**src/capchk_consts.svh**
```systemverilog
`ifndef CAPCHK_CONSTS_SVH
`define CAPCHK_CONSTS_SVH

// Field widths
`define CAPCHK_EXP_W   5
`define CAPCHK_BND_W   7
`define CAPCHK_ADDR_W  40
`define CAPCHK_WIN_W   8

// Field positions inside the 64-bit pointer
`define CAPCHK_EXP_HI  63
`define CAPCHK_EXP_LO  59
`define CAPCHK_HI_HI   58
`define CAPCHK_HI_LO   52
`define CAPCHK_LOW_HI  51
`define CAPCHK_LOW_LO  45
`define CAPCHK_ONLOW   44
`define CAPCHK_ADDR_HI 43
`define CAPCHK_ADDR_LO 4

`endif

```
**src/capchk_pkg.sv**
```systemverilog
`include "capchk_consts.svh"

package capchk_pkg;

  // Same bit order as the raw pointer, exp at the top
  typedef struct packed {
    logic [`CAPCHK_EXP_W-1:0]  exp;
    logic [`CAPCHK_BND_W-1:0]  hi;
    logic [`CAPCHK_BND_W-1:0]  low;
    logic                      on_low;
    logic [`CAPCHK_ADDR_W-1:0] addr;
    logic [`CAPCHK_ADDR_LO-1:0] pad;    // Unused low bits
  } cap_t;

  typedef enum logic [1:0] {
    RES_OK    = 2'd0,
    RES_BOUND = 2'd1,
    RES_CARRY = 2'd2
  } result_e;

endpackage

```
**src/capchk_if.sv**
```systemverilog
`timescale 1ns/1ns
`include "capchk_consts.svh"

interface capchk_if (
  input logic clk
);

  capchk_pkg::cap_t            cap;       // Captured pointer
  logic [`CAPCHK_ADDR_W-1:0]   offset;
  logic [`CAPCHK_ADDR_W-1:0]   sum;       // addr + offset, mod 2^40
  logic                        upper_ok;
  logic                        range_ok;
  logic                        hold;      // Controller is in HOLD

  modport ctrl (
    output cap,
    output offset,
    output hold,
    input  sum,
    input  upper_ok,
    input  range_ok
  );

  modport upper (
    input  cap,
    input  offset,
    output sum,
    output upper_ok
  );

  modport range (
    input  clk,
    input  cap,
    input  sum,
    input  hold,
    output range_ok
  );

endinterface

```
**src/capchk_window.sv**
```systemverilog
`timescale 1ns/1ns
`include "capchk_consts.svh"

module capchk_window (
  input  logic [`CAPCHK_ADDR_W-1:0] addr,
  input  logic [`CAPCHK_EXP_W-1:0]  exp,
  output logic [`CAPCHK_WIN_W-1:0]  win
);

  logic [`CAPCHK_ADDR_W-1:0] shifted;

  // Log shifter, one stage per exponent bit
  always_comb
  begin
    shifted = addr;
    for (int i = 0; i < `CAPCHK_EXP_W; i++)
    begin
      if (exp[i])
        shifted = shifted >> (1 << i);   // Zeros shift in from bit 39
    end
  end

  assign win = shifted[`CAPCHK_WIN_W-1:0];

endmodule

```
**src/capchk_range.sv**
```systemverilog
`timescale 1ns/1ns
`include "capchk_consts.svh"

module capchk_range (
  capchk_if.range dp
);

  logic [`CAPCHK_WIN_W-1:0] win;
  logic [`CAPCHK_WIN_W-1:0] low8;
  logic [`CAPCHK_WIN_W-1:0] high8;
  logic                     wrap;
  logic                     lo_pass;
  logic                     hi_pass;

  capchk_window i_window (
    .addr (dp.sum),
    .exp  (dp.cap.exp),
    .win  (win)
  );

  assign low8  = {dp.cap.low, 1'b0};
  assign high8 = {dp.cap.hi, 1'b1};
  assign wrap  = dp.cap.hi < dp.cap.low;

  // A wrapped window drops one side of the compare, picked by on_low
  assign lo_pass = (win >= low8) || (wrap && !dp.cap.on_low);
  assign hi_pass = (win <= high8) || (wrap && dp.cap.on_low);

  assign dp.range_ok = lo_pass && hi_pass;

  // Operands are held stable through HOLD
  a_range_known: assert property (@(posedge dp.clk)
    dp.hold |-> !$isunknown(dp.range_ok));

endmodule

```
**src/capchk_upper.sv**
```systemverilog
`timescale 1ns/1ns
`include "capchk_consts.svh"

module capchk_upper (
  capchk_if.upper dp
);

  localparam int unsigned SHIFT_W = `CAPCHK_EXP_W + 1;

  logic [SHIFT_W-1:0]        top_bit;    // exp + 8
  logic [`CAPCHK_ADDR_W-1:0] mask;
  logic [`CAPCHK_ADDR_W-1:0] changed;

  assign dp.sum = dp.cap.addr + dp.offset;   // Wraps at 2^40

  assign top_bit = SHIFT_W'(dp.cap.exp) + SHIFT_W'(`CAPCHK_WIN_W);

  // Bits at exp+8 and above
  assign mask = {`CAPCHK_ADDR_W{1'b1}} << top_bit;

  assign changed = dp.sum ^ dp.cap.addr;

  assign dp.upper_ok = (changed & mask) == '0;

endmodule

```
**src/capchk_ctrl.sv**
```systemverilog
`timescale 1ns/1ns
`include "capchk_consts.svh"

module capchk_ctrl (
  input  logic                      clk,
  input  logic                      rst_n,
  input  logic                      req,
  output logic                      ack,
  input  logic [63:0]               ptr,
  input  logic [`CAPCHK_ADDR_W-1:0] offset,
  output capchk_pkg::result_e       result,
  output logic [`CAPCHK_ADDR_W-1:0] new_addr,
  capchk_if.ctrl                    dp
);

  typedef enum logic [1:0] {
    IDLE,
    EVAL,
    HOLD
  } state_e;

  state_e              state;
  state_e              state_nxt;
  capchk_pkg::result_e verdict;

  always_comb
  begin
    state_nxt = state;
    case (state)
      IDLE:
        if (req)
          state_nxt = EVAL;
      EVAL:
        state_nxt = HOLD;
      HOLD:
        if (!req)
          state_nxt = IDLE;
      default:
        state_nxt = IDLE;
    endcase
  end

  always_comb
  begin
    if (!dp.upper_ok)
      verdict = capchk_pkg::RES_CARRY;   // Carry outranks bounds
    else if (!dp.range_ok)
      verdict = capchk_pkg::RES_BOUND;
    else
      verdict = capchk_pkg::RES_OK;
  end

  always_ff @(posedge clk)
  begin
    if (!rst_n)
    begin
      state  <= IDLE;
      ack    <= 1'b0;
      result <= capchk_pkg::RES_OK;
    end
    else
    begin
      state <= state_nxt;
      ack   <= (state_nxt == HOLD);
      if (state == EVAL)
        result <= verdict;
    end
  end

  // Operand capture on the edge that sees req in IDLE
  always_ff @(posedge clk)
  begin
    if (state == IDLE && req)
    begin
      dp.cap.exp    <= ptr[`CAPCHK_EXP_HI:`CAPCHK_EXP_LO];
      dp.cap.hi     <= ptr[`CAPCHK_HI_HI:`CAPCHK_HI_LO];
      dp.cap.low    <= ptr[`CAPCHK_LOW_HI:`CAPCHK_LOW_LO];
      dp.cap.on_low <= ptr[`CAPCHK_ONLOW];
      dp.cap.addr   <= ptr[`CAPCHK_ADDR_HI:`CAPCHK_ADDR_LO];
      dp.cap.pad    <= ptr[`CAPCHK_ADDR_LO-1:0];
      dp.offset     <= offset;
    end
  end

  always_ff @(posedge clk)
  begin
    if (state == EVAL)
      new_addr <= dp.sum;
  end

  assign dp.hold = (state == HOLD);

  // Host must keep req up until it has seen ack
  a_ack_needs_req: assert property (@(posedge clk) disable iff (!rst_n)
    $rose(ack) |-> $past(req));

  a_result_legal: assert property (@(posedge clk) disable iff (!rst_n)
    result inside {capchk_pkg::RES_OK, capchk_pkg::RES_BOUND, capchk_pkg::RES_CARRY});

endmodule

```
**src/capchk_top.sv**
```systemverilog
`timescale 1ns/1ns
`include "capchk_consts.svh"

module capchk_top (
  input  logic                      clk,
  input  logic                      rst_n,
  input  logic                      req,
  input  logic [63:0]               ptr,
  input  logic [`CAPCHK_ADDR_W-1:0] offset,
  output logic                      ack,
  output logic [1:0]                result,
  output logic [`CAPCHK_ADDR_W-1:0] new_addr
);

  capchk_pkg::result_e res;

  capchk_if i_dp (
    .clk (clk)
  );

  capchk_ctrl i_ctrl (
    .clk      (clk),
    .rst_n    (rst_n),
    .req      (req),
    .ack      (ack),
    .ptr      (ptr),
    .offset   (offset),
    .result   (res),
    .new_addr (new_addr),
    .dp       (i_dp.ctrl)
  );

  capchk_upper i_upper (
    .dp (i_dp.upper)
  );

  capchk_range i_range (
    .dp (i_dp.range)
  );

  assign result = res;   // Enum out as raw bits

endmodule

```
**config.mk**
```make
export PLATFORM = sky130hd
export DESIGN_NAME = capchk_top
export DESIGN_NICKNAME = d
export VERILOG_FILES = /design/src/capchk_pkg.sv /design/src/capchk_if.sv /design/src/capchk_window.sv /design/src/capchk_range.sv /design/src/capchk_upper.sv /design/src/capchk_ctrl.sv /design/src/capchk_top.sv
export VERILOG_INCLUDE_DIRS = /design/src
export SDC_FILE = /design/constraint.sdc
export NUM_CORES = 1
export LEC_CHECK = 0
export ABC_AREA = 1
export BUFFER_PORTS_ARGS = -buffer_cell sky130_fd_sc_hd__buf_2
export CELL_PAD_IN_SITES_DETAIL_PLACEMENT = 0
export CELL_PAD_IN_SITES_GLOBAL_PLACEMENT = 1
export CORE_AREA = 2 2 148 179
export CTS_BUF_LIST = sky130_fd_sc_hd__clkbuf_8
export DETAILED_ROUTE_END_ITERATION = 8
export DIE_AREA = 0 0 150 181
export PLACE_DENSITY = 0.88
export SLEW_MARGIN = 20
export SYNTH_ARGS = -nofsm -noshare
export SYNTH_HDL_FRONTEND = slang
export SYNTH_HIERARCHICAL = 1
export SYNTH_SLANG_ARGS = --single-unit
export TNS_END_PERCENT = 50
```
**constraint.sdc**
```tcl
create_clock -name clk -period 17.7 [get_ports clk]
set_input_delay 3.54 -clock clk [delete_from_list [all_inputs] [get_ports clk]]
set_output_delay 3.54 -clock clk [all_outputs]
set_load 0.01 [all_outputs]
```
==> key figures <==
Worst setup path
  – Worst path cell trace: buf_2 -> inv_1 -> nor2_4 -> buf_4
  – R2R cell count: 34
  – Critical path's top delay family: buffers and inverters
  – CP Launch Type: input port
  – Worst path slowest cell: buf_4
  – Crit path DAT: around 4.8 ns
  – Worst-path maximum fanout: 67
  – Endpoint class of the critical path: register
  – Worst EP required: 17.80 ns
  – Slowest stage delay, CP: 0.68 ns
  – Stages on worst setup path: 4
  – Worst Path Buf+Inv: 3
  – Setup Crit Path Kind: in -> reg

STA
  – Slew HR: 0.290
  – Setup TNS: 0 ns
  – Setup Viol. Count Final: 0
  – Slew @ Worst Pin: 1.06 ns
  – Min Hold Slack: 0.496 ns
  – Final Hold Viols: 0
  – Minimum clock period: around 4.7 ns
  – RSZ-0062 raised after global routing: false
  – Max Clock Skew: between 0.015 and 0.02 ns
  – Period Utilization, post-route: 0.267
  – F_max: 212 MHz
  – Final Max Tran Viols: 0

Clock tree
  – CTS buffer count: 17
  – Clock latency on the worst-skew pair: 0.48 ns
  – H-tree Lvls: 4
  – CTS root buf: clkbuf_8
  – Reg clk slew, reported paths: 0.08 ns
  – CTS Buffer Depth: 2
  – Clock sink total: approximately 150
  – Post-cts repair resize count: 0
  – Number of post-CTS setup repair buffers: 0
  – CTS tree: built
  – CTS Hold Bufs: 0

Layout
  – # fillers: 2,566
  – Area of the multi-input gates: slightly below 6000 um2
  – Layout area overhead: 13.6%
  – Total Nets Final: 1,890
  – Final Core Density: 0.501
  – Layout cells sized above 1: 0.146
  – Sequential cell area: 4300 um2
  – Fin cells: 2,063
  – Ant diodes: 0
  – Finished layout cell area: between 10,000 and 15,000 um2

Power and ir drop
  – Worst IR Drop VDD: 56.9 uV
  – Leakage power: around 6.6 nW
  – Power per Cell Area: 88.2 nW/um2
  – P_sw: between 0.0004 and 0.0005 W
  – Flop pwr share: 0.377
  – Clk network pwr share: 0.293
  – Switching share of power: 0.364
  – Internal power: 0.000712 W
  – Combinational share of power: 0.330

GRT
  – Global route total overflow: 0
  – Number of global-route vias before repair: 9,942
  – Largest net degree at the start of global routing: 68
  – Initial antenna violation count: 0
  – First-pass GRT wire length: around 50,000 um
  – GRT Util Overall: 0.239

Job
  – Max Cap Viol: 0

Floorplan
  – Die W: roughly 150 um
  – Rows: between 60 and 70
  – Initial Util: 0.441
  – I/O pin total: 150
  – Die Y: 181 um
  – Die Area: 27,200 um2
  – Core footprint: around 25,000 um2

Worst hold path
  – Worst Hold Depth: 2
  – Hold crit path type: reg -> reg

Placed design
  – GP Congestion: just under 0.9
  – Cells after DPL: 2,030
  – Dpl cell area: 12,200 um2
  – I/O Buffers: 145
  – Hpwl dp: 25,700 um

Synth
  – Synth Warn #: 6
  – Synthesized net count: roughly 1,800
  – Synth Instances: 1,581
  – Syn Area/Cell: 7.06 um2
  – Post-Syn Area: between 10,000 and 15,000 um2

Status
  – Outcome: completed

Drt
  – Wire per inst: 15.6 um
  – Post-DRT Antenna Nets: 0
  – DR iter-0 viols: 753
  – Residual DRC: 0
  – DRT Wirelength: 32,200 um
  – Drt pass-1 iters: 6
  – Via count: 10,600
  – Via density: 5.14
power groups by stage:
stage                     Clock (W)  Sequential, W  Combinational [W]
after floorplan                   0       0.000432           0.000257
after global placement            0       0.000430           0.000359
after global routing       0.000348       0.000425           0.000417
after detailed placement          0       0.000430           0.000364
after CTS                  0.000333       0.000423           0.000365
final                      0.000327       0.000422           0.000370
sequential cells by signal, summed over array words and instances, names as in the netlist:
name and count:
i_ctrl/dp.offset 40, i_ctrl/result 2, i_ctrl/ack 1, i_ctrl/dp.cap 60, i_ctrl/new_addr 40, i_ctrl/state 2
per-stage QoR:
stage,setup WS [ns],power [W]
2_1_floorplan,9.42,0.000689
6_report,12.98,0.00112
5_1_grt,12.86,0.00119
3_3_place_gp,11.98,0.000789
3_5_place_dp,11.88,0.000794
4_1_cts,12.43,0.00112
metal layers:
| layer | vias to the layer above | part of all wire | GRT usage |
|---|---|---|---|
| met5 | - | 0 | 0 |
| met4 | 0 | 0.017 | 0.0683 |
| met3 | 34 | 0.046 | 0.0285 |
| met2 | 319 | 0.50 | 0.420 |
| met1 | 4849 | 0.43 | 0.308 |
| li1 | 5399 | - | - |
worst paths after layout:
path / slack [ns] / start / end
max reg2reg: 13.37 / i_ctrl/dp.cap[4] / i_ctrl/result[0]
min: 0.50 / i_ctrl/result[1] / i_ctrl/result[1]
min reg2reg: 0.50 / i_ctrl/result[1] / i_ctrl/result[1]
max: 12.98 / req / i_ctrl/dp.offset[10]
final cells by class:
cell class / instances / area share
clock buffer: 17 / 0.0184
clock inverter: 15 / 0.0199
inverter: 234 / 0.0694
multi-input combinational: 1170 / 0.458
sequential: 145 / 0.339
tap: 330 / 0.0325
timing repair buffer: 152 / 0.0623
layout by cell type (no fill, tap or decap), types with 3 or more instances in the layout:
| master | instances |
|---|---|
| nand3_2 | 11 |
| nand4_1 | 15 |
| xor2_1 | 11 |
| inv_2 | 10 |
| edfxtp_1 | 140 |
| buf_4 | 6 |
| nand2_1 | 598 |
| inv_6 | 3 |
| nor2_4 | 5 |
| ha_1 | 62 |
| buf_2 | 145 |
| nor2_2 | 10 |
| bufinv_16 | 6 |
| nor2_1 | 88 |
| or2_2 | 3 |
| nand2_2 | 23 |
| inv_1 | 222 |
| clkbuf_8 | 17 |
| a21oi_1 | 43 |
| nand3_1 | 228 |
| dfxtp_1 | 5 |
| clkinvlp_4 | 3 |
| a211oi_1 | 3 |
| o21ai_0 | 17 |
| nand3b_1 | 21 |
| a21oi_2 | 4 |
| nor3_1 | 12 |
worst reg2reg max path: cells and delay by family (launching register included):
kind	cells	cell delay [ns]
fa+ha+maj	3	0.93
buf+inv	3	0.25
compound gates	1	0.15
flops	1	0.37
simple gates	27	2.57
Power figures use the tool's default switching activity.
